<file path="config.mk">
export PLATFORM = sky130hd
export DESIGN_NAME = decode_stage
export DESIGN_NICKNAME = d
export VERILOG_FILES = /design/src/decode_pkg.sv /design/src/decode_pipereg.sv /design/src/decode_stage.sv /design/src/imm_gen.sv /design/src/instr_decoder.sv /design/src/operand_unit.sv
export SDC_FILE = /design/constraint.sdc
export NUM_CORES = 1
export LEC_CHECK = 0
export ABC_AREA = 0
export BUFFER_PORTS_ARGS = -buffer_cell sky130_fd_sc_hd__buf_2
export CORE_ASPECT_RATIO = 1.4
export CORE_UTILIZATION = 38
export CTS_CLUSTER_DIAMETER = 100
export CTS_CLUSTER_SIZE = 30
export DETAILED_ROUTE_END_ITERATION = 10
export PLACE_DENSITY = 0.68
export SETUP_SLACK_MARGIN = 0.2
export SLEW_MARGIN = 20
export SYNTH_ARGS = -nofsm -noshare
export SYNTH_HDL_FRONTEND = slang
export SYNTH_HIERARCHICAL = 1
export SYNTH_SLANG_ARGS = --single-unit
</file>
<file path="constraint.sdc">
create_clock -name g_clk -period 6.24 [get_ports g_clk]
set_clock_uncertainty 0.05 [all_clocks]
set_input_delay 0.312 -clock g_clk [delete_from_list [all_inputs] [get_ports g_clk]]
set_output_delay 0.312 -clock g_clk [all_outputs]
set_load 0.05 [all_outputs]
</file>
<file path="src/decode_pkg.sv">
// Shared widths, RV32 encodings, micro-op codes and payload structs of the
// decode stage. Every design file refers to these by scoped name.

package decode_pkg;

    // --------------------------------------------------
    // Widths and basic types

    localparam int xlen = 32;

    typedef logic [xlen-1:0] word_t;
    typedef logic [4:0]      reg_addr_t;
    typedef logic [6:0]      opcode_t;
    typedef logic [4:0]      uop_t;

    localparam reg_addr_t reg_zero = 5'd0; // Also the "no destination" index

    // --------------------------------------------------
    // Major opcodes, all ending in 2'b11 for 32-bit words

    localparam opcode_t op_lui    = 7'b0110111;
    localparam opcode_t op_auipc  = 7'b0010111;
    localparam opcode_t op_jal    = 7'b1101111;
    localparam opcode_t op_jalr   = 7'b1100111;
    localparam opcode_t op_branch = 7'b1100011;
    localparam opcode_t op_load   = 7'b0000011;
    localparam opcode_t op_store  = 7'b0100011;
    localparam opcode_t op_imm    = 7'b0010011;
    localparam opcode_t op_reg    = 7'b0110011;

    typedef enum logic [2:0] {
        imm_none,
        imm_i,
        imm_s,
        imm_b,
        imm_u,
        imm_j,
        imm_shift  // Zero-extended shamt
    } imm_fmt_t;

    // --------------------------------------------------
    // Functional units and micro-ops

    typedef struct packed {
        logic lsu;
        logic cfu;
        logic alu;
    } fu_t;

    localparam uop_t alu_add  = 5'd1;
    localparam uop_t alu_sub  = 5'd2;
    localparam uop_t alu_and  = 5'd3;
    localparam uop_t alu_or   = 5'd4;
    localparam uop_t alu_xor  = 5'd5;
    localparam uop_t alu_slt  = 5'd6;
    localparam uop_t alu_sltu = 5'd7;
    localparam uop_t alu_sll  = 5'd8;
    localparam uop_t alu_srl  = 5'd9;
    localparam uop_t alu_sra  = 5'd10;

    localparam uop_t cfu_beq  = 5'd1;
    localparam uop_t cfu_bne  = 5'd2;
    localparam uop_t cfu_blt  = 5'd3;
    localparam uop_t cfu_bge  = 5'd4;
    localparam uop_t cfu_bltu = 5'd5;
    localparam uop_t cfu_bgeu = 5'd6;
    localparam uop_t cfu_jali = 5'd7;
    localparam uop_t cfu_jalr = 5'd8;

    // LSU micro-op is a bit field, access width sits in bits 2:1
    localparam int lsu_signed = 0;
    localparam int lsu_load   = 3;
    localparam int lsu_store  = 4;

    localparam logic [1:0] lsu_byte = 2'b01;
    localparam logic [1:0] lsu_half = 2'b10;
    localparam logic [1:0] lsu_word = 2'b11;

    // --------------------------------------------------
    // Traps and reset

    localparam reg_addr_t trap_iaccess = 5'd1; // Instruction access fault
    localparam reg_addr_t trap_iopcode = 5'd2; // Illegal instruction

    localparam word_t pc_reset_value = 32'h8000_0000;

    // --------------------------------------------------
    // Payload structs

    typedef struct packed {
        logic a_rs1;
        logic a_pcim;
        logic b_rs2;
        logic b_imm;
        logic c_rs2;
        logic c_pcim;
    } opr_src_t;

    typedef struct packed {
        fu_t       fu;
        uop_t      uop;
        reg_addr_t rd;
        logic      trap;
        imm_fmt_t  imm_fmt;
        opr_src_t  opr_src;
    } dec_ctrl_t;

    typedef struct packed {
        reg_addr_t rd;     // Destination or trap cause
        word_t     opr_a;
        word_t     opr_b;
        word_t     opr_c;
        uop_t      uop;
        fu_t       fu;
        logic      trap;
        word_t     instr;
    } s2_bundle_t;

endpackage

</file>
<file path="src/decode_pipereg.sv">
// Single-entry register between decode and the next stage. The held item
// stays put while the next stage is busy, and a flush drops it.
`timescale 1ns/100ps

module decode_pipereg (
    input  logic                   g_clk,
    input  logic                   g_resetn,
    input  logic                   in_valid,
    input  decode_pkg::s2_bundle_t in_data,
    output logic                   in_busy,
    input  logic                   flush,    // Drop the held item
    output logic                   out_valid,
    output decode_pkg::s2_bundle_t out_data,
    input  logic                   out_busy
);

    logic load;

    // Held item blocks new input, there is no skid buffer
    assign in_busy = out_valid && out_busy;
    assign load    = in_valid && !in_busy;

    always_ff @(posedge g_clk) begin
        if (!g_resetn) begin
            out_valid <= 1'b0;
        end else if (flush) begin
            out_valid <= 1'b0; // Beats a new input in the same cycle
        end else if (!in_busy) begin
            out_valid <= in_valid;
        end
    end

    always_ff @(posedge g_clk) begin
        if (load) begin
            out_data <= in_data;
        end
    end

endmodule

</file>
<file path="src/decode_stage.sv">
// Decode stage top level. Wires the decoder, immediate generator and
// operand unit into the stage register that feeds the next stage.
`timescale 1ns/100ps

module decode_stage (
    input  logic                   g_clk,
    input  logic                   g_resetn,
    input  logic                   s1_valid,     // Fetch word valid
    output logic                   s1_busy,      // Stage cannot take input
    input  decode_pkg::word_t      s1_data,      // Instruction word
    input  logic                   s1_error,     // Fetch error on s1_data
    input  logic                   s1_flush,
    output decode_pkg::reg_addr_t  s1_rs1_addr,
    output decode_pkg::reg_addr_t  s1_rs2_addr,
    input  decode_pkg::word_t      s1_rs1_rdata, // Same-cycle register reads
    input  decode_pkg::word_t      s1_rs2_rdata,
    input  logic                   cf_req,
    input  decode_pkg::word_t      cf_target,
    input  logic                   cf_ack,
    output logic                   s2_valid,
    input  logic                   s2_busy,
    output decode_pkg::s2_bundle_t s2_out
);

    decode_pkg::dec_ctrl_t  ctrl;
    decode_pkg::word_t      imm;
    decode_pkg::word_t      pc_imm;
    decode_pkg::word_t      opr_a;
    decode_pkg::word_t      opr_b;
    decode_pkg::word_t      opr_c;
    decode_pkg::s2_bundle_t bundle;
    logic                   accept;

    assign accept = s1_valid && !s1_busy; // Steps the PC

    instr_decoder u_decoder (
        .instr       (s1_data),
        .fetch_error (s1_error),
        .ctrl        (ctrl),
        .rs1_addr    (s1_rs1_addr),
        .rs2_addr    (s1_rs2_addr)
    );

    imm_gen u_imm_gen (
        .instr   (s1_data),
        .imm_fmt (ctrl.imm_fmt),
        .imm     (imm),
        .pc_imm  (pc_imm)
    );

    operand_unit u_operands (
        .g_clk     (g_clk),
        .g_resetn  (g_resetn),
        .accept    (accept),
        .cf_req    (cf_req),
        .cf_ack    (cf_ack),
        .cf_target (cf_target),
        .opr_src   (ctrl.opr_src),
        .rs1_rdata (s1_rs1_rdata),
        .rs2_rdata (s1_rs2_rdata),
        .imm       (imm),
        .pc_imm    (pc_imm),
        .opr_a     (opr_a),
        .opr_b     (opr_b),
        .opr_c     (opr_c)
    );

    assign bundle = '{
        rd:    ctrl.rd,
        opr_a: opr_a,
        opr_b: opr_b,
        opr_c: opr_c,
        uop:   ctrl.uop,
        fu:    ctrl.fu,
        trap:  ctrl.trap,
        instr: s1_data
    };

    decode_pipereg u_pipereg (
        .g_clk     (g_clk),
        .g_resetn  (g_resetn),
        .in_valid  (s1_valid),
        .in_data   (bundle),
        .in_busy   (s1_busy),
        .flush     (s1_flush),
        .out_valid (s2_valid),
        .out_data  (s2_out),
        .out_busy  (s2_busy)
    );

endmodule

</file>
<file path="src/imm_gen.sv">
// Immediate generator for the 32-bit formats. The PC-relative formats are
// also given separately for the PC adder in the operand unit.
`timescale 1ns/100ps

module imm_gen (
    input  decode_pkg::word_t    instr,   // Instruction word
    input  decode_pkg::imm_fmt_t imm_fmt, // Format chosen by the decoder
    output decode_pkg::word_t    imm,     // Immediate for operand B
    output decode_pkg::word_t    pc_imm   // Immediate added to the PC
);

    decode_pkg::word_t imm_i;
    decode_pkg::word_t imm_s;
    decode_pkg::word_t imm_b;
    decode_pkg::word_t imm_u;
    decode_pkg::word_t imm_j;
    decode_pkg::word_t imm_sh;

    assign imm_i  = {{20{instr[31]}}, instr[31:20]};
    assign imm_s  = {{20{instr[31]}}, instr[31:25], instr[11:7]};
    assign imm_b  = {{20{instr[31]}}, instr[7], instr[30:25], instr[11:8], 1'b0};
    assign imm_u  = {instr[31:12], 12'b0};
    assign imm_j  = {{12{instr[31]}}, instr[19:12], instr[20], instr[30:21], 1'b0};
    assign imm_sh = {27'b0, instr[24:20]}; // shamt

    always_comb begin
        case (imm_fmt)
            decode_pkg::imm_i:     imm = imm_i;
            decode_pkg::imm_s:     imm = imm_s;
            decode_pkg::imm_b:     imm = imm_b;
            decode_pkg::imm_u:     imm = imm_u;
            decode_pkg::imm_j:     imm = imm_j;
            decode_pkg::imm_shift: imm = imm_sh;
            default:               imm = '0;
        endcase
    end

    // Branch, jump and auipc offsets
    always_comb begin
        case (imm_fmt)
            decode_pkg::imm_b: pc_imm = imm_b;
            decode_pkg::imm_u: pc_imm = imm_u;
            decode_pkg::imm_j: pc_imm = imm_j;
            default:           pc_imm = '0;
        endcase
    end

endmodule

</file>
<file path="src/instr_decoder.sv">
// Combinational RV32I decoder. Recognises the supported instructions and
// gives the unit select, micro-op, destination and operand sourcing.
`timescale 1ns/100ps

module instr_decoder (
    input  decode_pkg::word_t     instr,       // Instruction word from fetch
    input  logic                  fetch_error, // Fetch flagged an access fault
    output decode_pkg::dec_ctrl_t ctrl,        // Decoded control fields
    output decode_pkg::reg_addr_t rs1_addr,
    output decode_pkg::reg_addr_t rs2_addr
);

    decode_pkg::opcode_t opcode;
    logic [2:0]          funct3;
    logic                f7_zero;
    logic                f7_alt;
    logic                legal;
    logic [1:0]          lsu_w;

    assign opcode   = instr[6:0];
    assign funct3   = instr[14:12];
    assign f7_zero  = instr[31:25] == 7'b0000000;
    assign f7_alt   = instr[31:25] == 7'b0100000; // sub and sra variants
    assign rs1_addr = instr[19:15];
    assign rs2_addr = instr[24:20];

    always_comb begin
        case (funct3[1:0])
            2'b00:   lsu_w = decode_pkg::lsu_byte;
            2'b01:   lsu_w = decode_pkg::lsu_half;
            default: lsu_w = decode_pkg::lsu_word;
        endcase
    end

    always_comb begin
        ctrl    = '0;
        ctrl.rd = instr[11:7];
        legal   = 1'b1;
        // A 16-bit word never matches an opcode, low bits are always 11 here
        case (opcode)
            decode_pkg::op_lui: begin
                ctrl.fu.alu        = 1'b1;
                ctrl.uop           = decode_pkg::alu_or; // Zero OR immediate
                ctrl.imm_fmt       = decode_pkg::imm_u;
                ctrl.opr_src.b_imm = 1'b1;
            end
            decode_pkg::op_auipc: begin
                ctrl.fu.alu         = 1'b1;
                ctrl.uop            = decode_pkg::alu_add;
                ctrl.imm_fmt        = decode_pkg::imm_u;
                ctrl.opr_src.a_pcim = 1'b1;
            end
            decode_pkg::op_jal: begin
                ctrl.fu.cfu         = 1'b1;
                ctrl.uop            = decode_pkg::cfu_jali;
                ctrl.imm_fmt        = decode_pkg::imm_j;
                ctrl.opr_src.c_pcim = 1'b1; // Jump target
            end
            decode_pkg::op_jalr: begin
                ctrl.fu.cfu        = 1'b1;
                ctrl.uop           = decode_pkg::cfu_jalr;
                ctrl.imm_fmt       = decode_pkg::imm_i;
                ctrl.opr_src.a_rs1 = 1'b1;
                ctrl.opr_src.b_imm = 1'b1;
                legal              = funct3 == 3'b000;
            end
            decode_pkg::op_branch: begin
                ctrl.fu.cfu   = 1'b1;
                ctrl.imm_fmt  = decode_pkg::imm_b;
                ctrl.opr_src  = '{a_rs1: 1'b1, b_rs2: 1'b1, c_pcim: 1'b1, default: 1'b0};
                ctrl.rd       = decode_pkg::reg_zero;
                case (funct3)
                    3'b000:  ctrl.uop = decode_pkg::cfu_beq;
                    3'b001:  ctrl.uop = decode_pkg::cfu_bne;
                    3'b100:  ctrl.uop = decode_pkg::cfu_blt;
                    3'b101:  ctrl.uop = decode_pkg::cfu_bge;
                    3'b110:  ctrl.uop = decode_pkg::cfu_bltu;
                    3'b111:  ctrl.uop = decode_pkg::cfu_bgeu;
                    default: legal    = 1'b0;
                endcase
            end
            decode_pkg::op_load: begin
                ctrl.fu.lsu                      = 1'b1;
                ctrl.uop[decode_pkg::lsu_load]   = 1'b1;
                ctrl.uop[decode_pkg::lsu_signed] = !funct3[2];
                ctrl.uop[2:1]                    = lsu_w;
                ctrl.imm_fmt                     = decode_pkg::imm_i;
                ctrl.opr_src.a_rs1               = 1'b1;
                ctrl.opr_src.b_imm               = 1'b1;
                legal = funct3[1:0] != 2'b11 && funct3[2:1] != 2'b11;
            end
            decode_pkg::op_store: begin
                ctrl.fu.lsu                     = 1'b1;
                ctrl.uop[decode_pkg::lsu_store] = 1'b1;
                ctrl.uop[2:1]                   = lsu_w;
                ctrl.imm_fmt                    = decode_pkg::imm_s;
                ctrl.opr_src = '{a_rs1: 1'b1, b_imm: 1'b1, c_rs2: 1'b1, default: 1'b0};
                ctrl.rd      = decode_pkg::reg_zero;
                legal        = !funct3[2] && funct3[1:0] != 2'b11;
            end
            decode_pkg::op_imm: begin
                ctrl.fu.alu        = 1'b1;
                ctrl.imm_fmt       = decode_pkg::imm_i;
                ctrl.opr_src.a_rs1 = 1'b1;
                ctrl.opr_src.b_imm = 1'b1;
                case (funct3)
                    3'b000: ctrl.uop = decode_pkg::alu_add;
                    3'b010: ctrl.uop = decode_pkg::alu_slt;
                    3'b011: ctrl.uop = decode_pkg::alu_sltu;
                    3'b100: ctrl.uop = decode_pkg::alu_xor;
                    3'b110: ctrl.uop = decode_pkg::alu_or;
                    3'b111: ctrl.uop = decode_pkg::alu_and;
                    3'b001: begin
                        ctrl.uop     = decode_pkg::alu_sll;
                        ctrl.imm_fmt = decode_pkg::imm_shift;
                        legal        = f7_zero;
                    end
                    default: begin
                        ctrl.uop     = f7_alt ? decode_pkg::alu_sra : decode_pkg::alu_srl;
                        ctrl.imm_fmt = decode_pkg::imm_shift;
                        legal        = f7_zero || f7_alt;
                    end
                endcase
            end
            decode_pkg::op_reg: begin
                ctrl.fu.alu        = 1'b1;
                ctrl.opr_src.a_rs1 = 1'b1;
                ctrl.opr_src.b_rs2 = 1'b1;
                case (funct3)
                    3'b000:  ctrl.uop = f7_alt ? decode_pkg::alu_sub : decode_pkg::alu_add;
                    3'b001:  ctrl.uop = decode_pkg::alu_sll;
                    3'b010:  ctrl.uop = decode_pkg::alu_slt;
                    3'b011:  ctrl.uop = decode_pkg::alu_sltu;
                    3'b100:  ctrl.uop = decode_pkg::alu_xor;
                    3'b101:  ctrl.uop = f7_alt ? decode_pkg::alu_sra : decode_pkg::alu_srl;
                    3'b110:  ctrl.uop = decode_pkg::alu_or;
                    default: ctrl.uop = decode_pkg::alu_and;
                endcase
                legal = f7_zero || (f7_alt && funct3[1:0] == 2'b00 && funct3 != 3'b100)
                        || (f7_alt && funct3 == 3'b101);
            end
            default: legal = 1'b0;
        endcase

        // Trapping words carry only the cause, illegal opcode wins
        if (!legal || fetch_error) begin
            ctrl      = '0;
            ctrl.trap = 1'b1;
            ctrl.rd   = !legal ? decode_pkg::trap_iopcode : decode_pkg::trap_iaccess;
        end
    end

endmodule

</file>
<file path="src/operand_unit.sv">
// Program counter of the decode stage and the operand multiplexers.
// Operands are an AND-OR of the sources the decoder selects.
`timescale 1ns/100ps

module operand_unit (
    input  logic                 g_clk,
    input  logic                 g_resetn,
    input  logic                 accept,    // Input handshake completed
    input  logic                 cf_req,    // Control flow change request
    input  logic                 cf_ack,
    input  decode_pkg::word_t    cf_target, // New PC on a control flow change
    input  decode_pkg::opr_src_t opr_src,
    input  decode_pkg::word_t    rs1_rdata,
    input  decode_pkg::word_t    rs2_rdata,
    input  decode_pkg::word_t    imm,
    input  decode_pkg::word_t    pc_imm,
    output decode_pkg::word_t    opr_a,
    output decode_pkg::word_t    opr_b,
    output decode_pkg::word_t    opr_c
);

    decode_pkg::word_t pc;
    decode_pkg::word_t pc_plus_imm;

    // --------------------------------------------------
    // Program counter

    always_ff @(posedge g_clk) begin
        if (!g_resetn) begin
            pc <= decode_pkg::pc_reset_value;
        end else if (cf_req && cf_ack) begin
            pc <= cf_target; // Redirect wins over sequential step
        end else if (accept) begin
            pc <= pc + 32'd4;
        end
    end

    assign pc_plus_imm = pc + pc_imm;

    // --------------------------------------------------
    // Operand sourcing

    assign opr_a = ({decode_pkg::xlen{opr_src.a_rs1}}  & rs1_rdata) |
                   ({decode_pkg::xlen{opr_src.a_pcim}} & pc_plus_imm);

    assign opr_b = ({decode_pkg::xlen{opr_src.b_rs2}}  & rs2_rdata) |
                   ({decode_pkg::xlen{opr_src.b_imm}}  & imm);

    assign opr_c = ({decode_pkg::xlen{opr_src.c_rs2}}  & rs2_rdata) | // Store data
                   ({decode_pkg::xlen{opr_src.c_pcim}} & pc_plus_imm); // Branch target

endmodule

</file>
Word level (Yosys, flattened, before mapping) --
Cells that the tools add are included.
Cells by class: add/sub/neg operators 2, multipliers 0, div/mod/pow operators 0, order comparisons 0, eq/ne operators 27, shift-type cells 0, multiplexer cells 31, bitwise gates (word level) 10, reduce and logical (&&, ||, !) cells 34
Operator list (count):
- 32-bit AND | 6
- 32-bit case mux with 6 select lines | 1
- 32-bit OR | 3
- 32-bit case mux with 3 select lines | 1
- 5-bit case mux with 7 select lines | 2
- 32-bit two-way mux | 2
- 3-bit case mux with 6 select lines | 2
- 32-bit by 3-bit adder with 32-bit output, second input constant | 1
- 32-bit adder | 1
- 7-bit by 6-bit == test with 1-bit output, second input constant | 4
- 3-bit == test, second input constant | 7
- 7-bit == test, second input constant | 3
- 6-bit OR reduction | 3
- 2-bit OR reduction | 8
- 15-bit two-way mux | 1
- 7-bit by 5-bit == test with 1-bit output, second input constant | 2
- 3-bit by 2-bit == test with 1-bit output, second input constant | 4
- 2-bit case mux with 6 select lines | 1
- 1-bit two-way mux | 10
- 1-bit logical AND | 8
- 1-bit case mux with 4 select lines | 2
- 7-bit by 2-bit == test with 1-bit output, second input constant | 1
- 7-bit logical NOT | 1
- 1-bit case mux with 7 select lines | 1
- other kinds (19) | 29
Word-level totals: register bits 175, bits in latches 0, bits in writable memories 0, ROM bits 0, logic and storage cells 116, memories kept 0

Logic depth before layout (Yosys ltp) --
Gate-level depths: netlist (run 1).
depth after elaboration 14, depth in mapped cells 22

Modules after synthesis --
Netlist (run 1), hierarchy kept.
By module, submodules not included:
- operand_unit | times used 1, cells an instance 621, area each 4608.2 um^2, seq. area each 640.6 um^2
- decode_pipereg | times used 1, cells an instance 147, area each 4319.1 um^2, seq. area each 4284.1 um^2
- imm_gen | times used 1, cells an instance 143, area each 868.3 um^2, seq. area each 0.0 um^2
- instr_decoder | times used 1, cells an instance 111, area each 758.2 um^2, seq. area each 0.0 um^2
- decode_stage | times used 1, cells an instance 1, area each 13.8 um^2, seq. area each 0.0 um^2

Least setup slack after synthesis (run 1) --
No wires, ideal clock.
kind flip-flop to flip-flop, from reg u_pipereg.out_valid, to reg u_pipereg/out_data[0] (netlist bit), enable pin, library setup time 532 ps, arrival time 4397 ps, setup slack 1261 ps, cell stages (with the launch flop) 3, path buffers 0, period minus slack after synthesis 4979 ps, cell sequence dfxtp_1 -> and2_4 -> nor2b_2
On the way: longest elaborated chain between the ends 3
Ends and longest elaborated chain:
- start, declared | RTL line decode_pipereg.sv:12 | output logic out_valid,
- start signal, assigned | RTL line decode_pipereg.sv:29 | out_valid <= in_valid;
- 1-bit logical AND | RTL line decode_pipereg.sv:20 | assign in_busy = out_valid && out_busy;
- named net s1_busy | RTL line decode_stage.sv:9 | output logic s1_busy,
- 1-bit logical NOT | RTL line decode_pipereg.sv:21 | assign load = in_valid && !in_busy;
- 1-bit logical AND | RTL line decode_pipereg.sv:21
- named net u_pipereg.load | RTL line decode_pipereg.sv:17 | logic load;
- end signal, assigned | RTL line decode_pipereg.sv:35 | out_data <= in_data;
- end, declared | RTL line decode_pipereg.sv:13 | output decode_pkg::s2_bundle_t out_data,
The timed path passes the listed nets, and every way through them passes these cells. A chain may end at the register's enable or synchronous reset.

==> results of run 1 <==
-- per-layer routing --
layer,part of all wire,wire (um),up-vias
met5,0,0,-
met4,0.038,1320,0
met3,0.058,2020,69
met2,0.50,17600,389
met1,0.40,14100,4406
li1,-,-,4379
-- where the power goes --
part           switching (W)  internal [W]  total (W)
clock               0.000490      0.000639    0.00113
combinational       0.000334      0.000114   0.000449
sequential         0.0000319       0.00132    0.00135
total               0.000856       0.00207    0.00293
-- cell usage in the layout, fill, tap and decap left out, drive strengths merged, types with 10 or more instances in the layout --
| cell | count |
|---|---|
| a21oi | 62 |
| o21a | 11 |
| o21ai | 68 |
| or3 | 15 |
| a22o | 74 |
| xnor2 | 23 |
| nor2 | 55 |
| a31oi | 18 |
| edfxtp | 142 |
| a21o | 17 |
| clkbuf | 18 |
| buf | 302 |
| nand4 | 13 |
| a21boi | 10 |
| nand3 | 25 |
| nand2 | 119 |
| and3 | 13 |
| ha | 32 |
| o211a | 20 |
| nor2b | 10 |
| dfxtp | 33 |
| inv | 23 |
| xor2 | 23 |
| a22oi | 12 |
| and2 | 18 |
| nor3 | 14 |
-- kinds of logic (layout without fill, tap and decap cells) --
family          after synthesis  after routing
compound gates              339            339
xor+xnor                     46             46
fa+ha+maj                    33             33
buf+inv                      95            352
flops                       175            175
mux                           7              7
other cells                   1              2
simple gates                327            327
-- worst min path at each step --
stage,start,end,depth (start not counted)
6_report,cf_target[19],u_operands/pc[19],2
4_1_cts,s1_data[3],u_pipereg/out_data[3],1
3_3_place_gp,u_operands/pc[0],u_operands/pc[0],2
5_1_grt,s1_data[3],u_pipereg/out_data[3],1
2_1_floorplan,s1_flush,u_pipereg/out_valid,1
3_5_place_dp,u_operands/pc[0],u_operands/pc[0],2
-- sequential cells by signal, summed over array words and instances, names as in the netlist --
| register | flops |
|---|---|
| u_operands/pc | 32 |
| u_pipereg/out_data | 142 |
| u_pipereg/out_valid | 1 |
-- final cells by class --
| cell class | count | area [um^2] |
|---|---|---|
| tap | 365 | 457 |
| antenna | 1 | 2.50 |
| clock buffer | 18 | 429 |
| fill | 2559 | 14300 |
| timing repair buffer | 303 | 1570 |
| sequential | 175 | 4920 |
| multi-input combinational | 753 | 5180 |
| inverter | 17 | 63.8 |
| clock inverter | 14 | 180 |
-- stage by stage --
stage | hold slack, ns | utilization
global placement | 0.415 | 0.450
global route | 0.0348 | 0.472
detailed placement | 0.431 | 0.450
finish | 0.0497 | 0.472
floorplan | 0.332 | -
CTS | 0.0309 | 0.472
-- Yosys cell counts (4+ instances only) --
| master | number |
|---|---|
| sky130_fd_sc_hd__edfxtp_1 | 142 |
| sky130_fd_sc_hd__nand2_1 | 114 |
| sky130_fd_sc_hd__a22o_1 | 74 |
| sky130_fd_sc_hd__a21oi_1 | 62 |
| sky130_fd_sc_hd__nor2_1 | 55 |
| sky130_fd_sc_hd__o21ai_0 | 44 |
| sky130_fd_sc_hd__clkbuf_1 | 42 |
| sky130_fd_sc_hd__dfxtp_1 | 33 |
| sky130_fd_sc_hd__ha_1 | 32 |
| sky130_fd_sc_hd__nand3_1 | 25 |
| sky130_fd_sc_hd__xnor2_1 | 23 |
| sky130_fd_sc_hd__xor2_1 | 23 |
| sky130_fd_sc_hd__o211a_1 | 20 |
| sky130_fd_sc_hd__a31oi_1 | 18 |
| sky130_fd_sc_hd__a21o_1 | 17 |
| sky130_fd_sc_hd__and2_1 | 16 |
| sky130_fd_sc_hd__inv_1 | 16 |
| sky130_fd_sc_hd__or3_1 | 15 |
| sky130_fd_sc_hd__buf_4 | 14 |
| sky130_fd_sc_hd__nand4_1 | 13 |
| sky130_fd_sc_hd__and3_1 | 12 |
| sky130_fd_sc_hd__buf_6 | 12 |
| sky130_fd_sc_hd__o21ai_1 | 12 |
| sky130_fd_sc_hd__o21ai_2 | 12 |
| sky130_fd_sc_hd__a22oi_1 | 11 |
| sky130_fd_sc_hd__a21boi_0 | 10 |
| sky130_fd_sc_hd__nor3_1 | 10 |
| sky130_fd_sc_hd__o21a_1 | 10 |
| sky130_fd_sc_hd__buf_2 | 8 |
| sky130_fd_sc_hd__o2111ai_1 | 7 |
| sky130_fd_sc_hd__a32o_1 | 6 |
| sky130_fd_sc_hd__and4_1 | 6 |
| sky130_fd_sc_hd__nand2b_1 | 6 |
| sky130_fd_sc_hd__o211ai_1 | 6 |
| sky130_fd_sc_hd__mux2i_1 | 5 |
| sky130_fd_sc_hd__nand2_2 | 5 |
| sky130_fd_sc_hd__nor2b_1 | 5 |
| sky130_fd_sc_hd__or4_1 | 5 |
| sky130_fd_sc_hd__nor4_1 | 4 |
| sky130_fd_sc_hd__or2_2 | 4 |
==> flow_metrics.py, run 1 <==
metrics = {
    "critical_path": {
        "critical_path.startpoint": "s1_data[26]",
        "crit_buf_inv": 3,
        "worstSetupEndpoint": "u_pipereg/out_data[133]",
        "slowest_stage": "sky130_fd_sc_hd__or4_4",
        "slowest_delay_ns": 0.55,
        "cp-end-kind": "flip-flop",
        "worst_ep_required_time_ns": 6.39,
        "r2r_start": "u_operands/pc[1]",
        "crit_path_start_kind": "primary input",
        "critPathTopFamily": "compound AO/OA/AOI/OAI gates",
        "worst_r2r_path_depth": 9,
        "path_class": "in2reg",
        "crit_chain": "buf_2 > or4_4 > nor3_4 > a31oi_1 > a21o_1 > a21oi_2 > buf_4 > nor2b_4 > buf_4 > o21a_4 > and2_1 > ha_1 > nand2_1 > o21ai_0 > a21boi_0 > o21a_1 > nor4_1 > o21ai_0 > a32o_1",
        "critical_path_peak_fanout": 25,
        "worst_r2r_endpoint": "u_pipereg/out_data[133]",
        "crit_path_arrival_time_ns": 4.94,
        "crit_cells": 19,
        "regToRegSetupSlack_ns": 3.13,
    },
    "place": {
        "placement.cell_area_mm2": 0.0122,
        "placedCellCount": 1612,
        "placement.setup.worst_slack_ns": 1.04,
        "buffer_ports.inserted": 289,
        "detailedPlacementHpwl_um": 26900,
        "routabilityCongestion": 1.00,
    },
    "routing": {
        "detail_route.drc_violations": 0,
        "post_drt_via_cell_ratio": 5.62,
        "final_antenna_net_count": 0,
        "drtPass1Iterations": 6,
        "first_iter_violations": 640,
        "wirelength_um": 35100,
        "vias": 9243,
        "routed_wire_length_per_instance_um": 21.3,
    },
    "synthesis": {
        "synth.area.top_cells": "sky130_fd_sc_hd__edfxtp_1 (40%), sky130_fd_sc_hd__dfxtp_1 (6.3%), sky130_fd_sc_hd__a22o_1 (6.1%)",
        "syn-cell-area_mm2": 0.0106,
        "synth.avg_cell_area_um2": 10.3,
        "post-synth-top-area-fraction": 0.404,
        "synth.ff_latch_count": 175,
        "yosys.cell_types.count": 85,
        "sequential_area_share_after_synthesis": 0.466,
        "yosysWarningCount": 6,
        "synth_ff_type": "sky130_fd_sc_hd__edfxtp_1",
        "yosys.area_share.simple": 0.167,
        "synth-async-reset-ratio": 0,
        "postSynthCellCount": 1023,
        "synth_largest_area_cell": "sky130_fd_sc_hd__edfxtp_1",
        "synth_fp_nets": 1192,
        "synth_adder_area_share": 0.0398,
        "post_synth_edffs": 142,
        "combinational_family_with_the_most_area_after_synthesis": "compound AO/OA/AOI/OAI gates",
        "synth_xor_xnor_area_share": 0.0381,
        "complex_gate_fraction_of_the_synthesized_area": 0.234,
        "yosys-mux-area-fraction": 0.00687,
    },
    "clock_tree": {
        "tritoncts": "yes",
        "post-cts-setup-buffer-count": 0,
        "post_cts_resize_count": 0,
        "cts_hold_buf": 1,
        "clkTransAtPathRegs_ns": 0.07,
        "ctsRootBufferMaster": "sky130_fd_sc_hd__clkbuf_16",
        "clock_tree_sinks": 175,
        "clockBufferDepth": 2,
        "insertion_delay_ns": 0.45,
        "cts-buffers-inserted": 17,
        "ctsHtreeMaxLevel": 4,
    },
    "timing": {
        "worstMarginPinSlew_ns": 0.863,
        "fmax_mhz": 209,
        "timing.final.setup_violations": 0,
        "postLayoutSetupSlackWorst_ns": 1.44,
        "max-slew-margin-rel": 0.425,
        "period_minus_slack_ns": 4.80,
        "hold_viol": 0,
        "final.period_utilization": 0.769,
        "timing_max_transition_violations_final": 0,
        "unrepaired_setup_endpoints_after_global_routing": "no",
        "totalNegativeSetupSlack_ns": 0,
    },
    "global_route": {
        "overflow": 0,
        "grt_start_max_net_pins": 143,
        "grt_pass1_wl_um": 51200,
        "gr-max-usage-layer": "met2",
        "met2_usage_in_global_routing": 0.424,
        "grt_antenna_before_repair": 1,
        "grt.met1_usage": 0.290,
        "number_of_global_route_vias_before_repair": 8740,
        "grt_usage": 0.246,
        "grt.met3_usage": 0.0465,
    },
    "final_layout": {
        "layout-drive-gt1-share": 0.307,
        "design.final.nets": 1436,
        "layoutNonFillerInstCount": 1646,
        "area.growth.synth_to_final_pct": 21.1,
        "final_cell_area_mm2": 0.0128,
    },
    "power_and_ir_drop": {
        "irDropWorstVdd_mv": 0.135,
        "power_w": 0.00293,
        "power.density_mw_per_mm2": 229,
        "static-leakage-power_nw": 5.49,
    },
    "die": {
        "core_area_mm2": 0.0271,
        "fp.dieArea_mm2": 0.0285,
        "start_util": 0.390,
        "floorplan.io_pins": 290,
        "die_width_um": 143,
        "die_height_um": 199,
        "num_rows": 71,
    },
    "min_path": {
        "worstHoldPathType": "in2reg",
    },
    "outcome": {
        "status": "finished, final reports clean",
    },
    "flow_run": {
        "drv_cap": 0,
    },
}
Note: power is estimated with default switching activity, not from simulation.
==> run 2, diff against run 1 <==
- ABC_AREA: 0 -> 1
- PLACE_DENSITY: 0.68 -> 0.7
- clock period: 6.24 -> 4.2 ns (I/O delays scaled with it)
==> run 2 against run 1 <==
Register-to-register slack worse by 1.2 ns; utilization is 1.7 points higher; via count is 29% higher; worst hold slack worse by 0.032 ns; largest cell class unchanged; cell count is 42% higher; cell area is 15% higher; combinational power is 62% higher; non-clock buffer count is 80 higher.
==> flow_metrics.py, run 2 <==
metrics = {
    "outcome": {
        "status": "finished, final reports clean",
    },
    "synthesis": {
        "postSynthCellCount": 1589,
        "post_synth_most_frequent_cells": "sky130_fd_sc_hd__nand2_1 (550), sky130_fd_sc_hd__inv_1 (222), sky130_fd_sc_hd__edfxtp_1 (142), sky130_fd_sc_hd__nor2_1 (142), sky130_fd_sc_hd__nand3_1 (133)",
        "synth_ff_type": "sky130_fd_sc_hd__edfxtp_1",
        "yosysWarningCount": 6,
        "synth-async-reset-ratio": 0,
        "synth.area.top_cells": "sky130_fd_sc_hd__edfxtp_1 (37%), sky130_fd_sc_hd__nand2_1 (18%), sky130_fd_sc_hd__inv_1 (7.2%)",
        "post_synth_edffs": 142,
        "synth_fp_nets": 1758,
        "synth.avg_cell_area_um2": 7.31,
        "post-synth-top-area-fraction": 0.367,
        "synth_largest_area_cell": "sky130_fd_sc_hd__edfxtp_1",
        "syn-cell-area_mm2": 0.0116,
        "synth.ff_latch_count": 175,
        "yosys.cell_types.count": 49,
        "synth_most_common_cell": "sky130_fd_sc_hd__nand2_1",
        "sequential_area_share_after_synthesis": 0.424,
    },
    "final_layout": {
        "area.growth.synth_to_final_pct": 26.4,
        "layout.cells.most_common_list": "sky130_fd_sc_hd__nand2_1 (550), sky130_fd_sc_hd__buf_2 (289), sky130_fd_sc_hd__inv_1 (222)",
        "largest_register_ff_count": 142,
        "layout.cells.most_common": "sky130_fd_sc_hd__nand2_1",
        "layoutNonFillerInstCount": 2336,
        "final_core_util": 0.489,
        "max_flop_register": "u_pipereg/out_data",
        "layout-drive-gt1-share": 0.212,
        "final_cell_area_mm2": 0.0147,
        "largest_registers": "u_pipereg/out_data: 142 flops, u_operands/pc: 32 flops, u_pipereg/out_valid: 1 flops",
        "design.final.nets": 2106,
        "fillCellCount": 3007,
    },
    "die": {
        "die_height_um": 209,
        "start_util": 0.387,
        "fp.dieArea_mm2": 0.0313,
        "core_area_mm2": 0.0300,
        "floorplan.io_pins": 290,
        "num_rows": 75,
        "die_width_um": 150,
    },
    "critical_path": {
        "path_class": "in2reg",
        "crit_path_start_kind": "primary input",
        "crit_path_arrival_time_ns": 3.77,
        "regToRegSetupSlack_ns": 1.89,
        "cp-end-kind": "flip-flop",
        "worst_ep_required_time_ns": 4.35,
        "critical_path_peak_fanout": 16,
    },
    "timing": {
        "worstMarginPinSlew_ns": 0.935,
        "final.period_utilization": 0.861,
        "postLayoutSetupSlackWorst_ns": 0.586,
        "hold_viol": 0,
        "totalNegativeSetupSlack_ns": 0,
        "period_minus_slack_ns": 3.61,
        "timing.final.setup_violations": 0,
        "max-slew-margin-rel": 0.376,
        "fmax_mhz": 277,
        "timing_max_transition_violations_final": 0,
        "unrepaired_setup_endpoints_after_global_routing": "yes",
    },
    "place": {
        "placement.cell_area_mm2": 0.0134,
        "placement.setup.worst_slack_ns": 0.102,
        "buffer_ports.inserted": 289,
        "routabilityCongestion": 0.981,
        "placedCellCount": 2239,
        "detailedPlacementHpwl_um": 33600,
    },
    "routing": {
        "met3_wirelength_um": 2560,
        "routed_wire_length_per_instance_um": 18.0,
        "routed_met2_length_um": 21400,
        "drtPass1Iterations": 7,
        "detail_route.drc_violations": 0,
        "met1Wirelength_um": 16200,
        "vias": 11900,
        "first_iter_violations": 852,
        "post_drt_via_cell_ratio": 5.09,
        "final_antenna_net_count": 0,
        "wirelength_um": 42000,
        "highest-signal-layer": "met4",
    },
    "global_route": {
        "grt_pass1_wl_um": 62900,
        "number_of_global_route_vias_before_repair": 11600,
        "grt_start_max_net_pins": 43,
        "overflow": 0,
        "grt_usage": 0.269,
        "grt_antenna_before_repair": 1,
    },
    "power_and_ir_drop": {
        "power.density_mw_per_mm2": 296,
        "static-leakage-power_nw": 7.35,
        "irDropWorstVdd_mv": 0.255,
    },
    "clock_tree": {
        "clock_tree_sinks": 175,
        "clkTransAtPathRegs_ns": 0.07,
        "ctsRootBufferMaster": "sky130_fd_sc_hd__clkbuf_16",
        "tritoncts": "yes",
        "ctsHtreeMaxLevel": 4,
        "insertion_delay_ns": 0.45,
        "cts-buffers-inserted": 17,
        "clockBufferDepth": 2,
    },
    "min_path": {
        "worstHoldPathType": "in2reg",
    },
    "flow_run": {
        "drv_cap": 0,
    },
}
run 2: area by class of cell:
class	instances	area, um^2	share of cell area
diodes	1	2.50	0.000170
well taps	385	482	0.0328
multi-input cells	1126	5480	0.373
clock inverters	15	160	0.0109
inverters	234	878	0.0598
repair buffers	383	2330	0.159
clock buffers	17	425	0.0290
flip-flops and latches	175	4920	0.335
run 2: path summary, 6_finish.rpt:
check                    start                 endpoint  depth (start not counted)
min reg2reg   u_operands/pc[0]         u_operands/pc[0]                          2
min            s1_rs1_rdata[5]  u_pipereg/out_data[110]                          3
max reg2reg  u_operands/pc[11]  u_pipereg/out_data[117]                          8
max                s1_data[31]   u_pipereg/out_data[72]                         26
run 2: critical path, stage by stage:
cell and delay [ns]:
sky130_fd_sc_hd__buf_2 0.16, sky130_fd_sc_hd__nor2_1 0.15, sky130_fd_sc_hd__nand2_1 0.10, sky130_fd_sc_hd__nor2_2 0.19, sky130_fd_sc_hd__nand2_1 0.09, sky130_fd_sc_hd__nand2_1 0.08, sky130_fd_sc_hd__nand2_1 0.08, sky130_fd_sc_hd__nand4_4 0.12
sky130_fd_sc_hd__nand2_4 0.09, sky130_fd_sc_hd__nor2_4 0.24, sky130_fd_sc_hd__inv_2 0.10, sky130_fd_sc_hd__nand3_2 0.10, sky130_fd_sc_hd__inv_2 0.07, sky130_fd_sc_hd__nand2_2 0.25, sky130_fd_sc_hd__nand2_1 0.15, sky130_fd_sc_hd__ha_1 0.39
sky130_fd_sc_hd__nand2_1 0.13, sky130_fd_sc_hd__nor2_1 0.24, sky130_fd_sc_hd__and2_1 0.17, sky130_fd_sc_hd__nand2_1 0.05, sky130_fd_sc_hd__nand2_1 0.18, sky130_fd_sc_hd__nand2_1 0.11, sky130_fd_sc_hd__nand2_1 0.07, sky130_fd_sc_hd__nand2_1 0.06
sky130_fd_sc_hd__nand3_1 0.11, sky130_fd_sc_hd__nand2_1 0.06
run 2: cells by family (layout without fill, tap and decap cells):
| group | Yosys count | in the layout | share of synthesized area |
|---|---|---|---|
| simple gates | 910 | 910 | 0.337 |
| other cells | 1 | 2 | 0.000323 |
| compound gates | 166 | 166 | 0.0840 |
| xor+xnor | 16 | 16 | 0.0121 |
| fa+ha+maj | 33 | 33 | 0.0362 |
| flops | 175 | 175 | 0.424 |
| buf+inv | 288 | 649 | 0.107 |
run 2: report_power, final:
group | total, W | switching, W | internal (W)
sequential | 0.00201 | 0.0000523 | 0.00196
combinational | 0.000728 | 0.000521 | 0.000208
clock | 0.00161 | 0.000722 | 0.000884
total | 0.00434 | 0.00130 | 0.00305
run 2: per-stage QoR:
step           hold WS (ns)  power, W
6_report             0.0180   0.00434
5_1_grt             0.00791   0.00447
4_1_cts           0.0000981   0.00436
3_5_place_dp          0.360   0.00272
3_3_place_gp          0.368   0.00272
2_1_floorplan         0.259   0.00249
run 2: routing by layer:
layer / vias up / global-route usage
li1: 5822 / -
met1: 5431 / 0.306
met2: 528 / 0.485
met3: 104 / 0.0373
met4: 0 / 0.133
met5: - / 0
run 2: timing repair:
action                                  4_1_cts  5_1_grt
gates resized for setup                       0        5
endpoints found under the hold margin        62        0
endpoints found under the setup margin        0       14
hold buffers                                 63        0
buffers inserted                              0        0
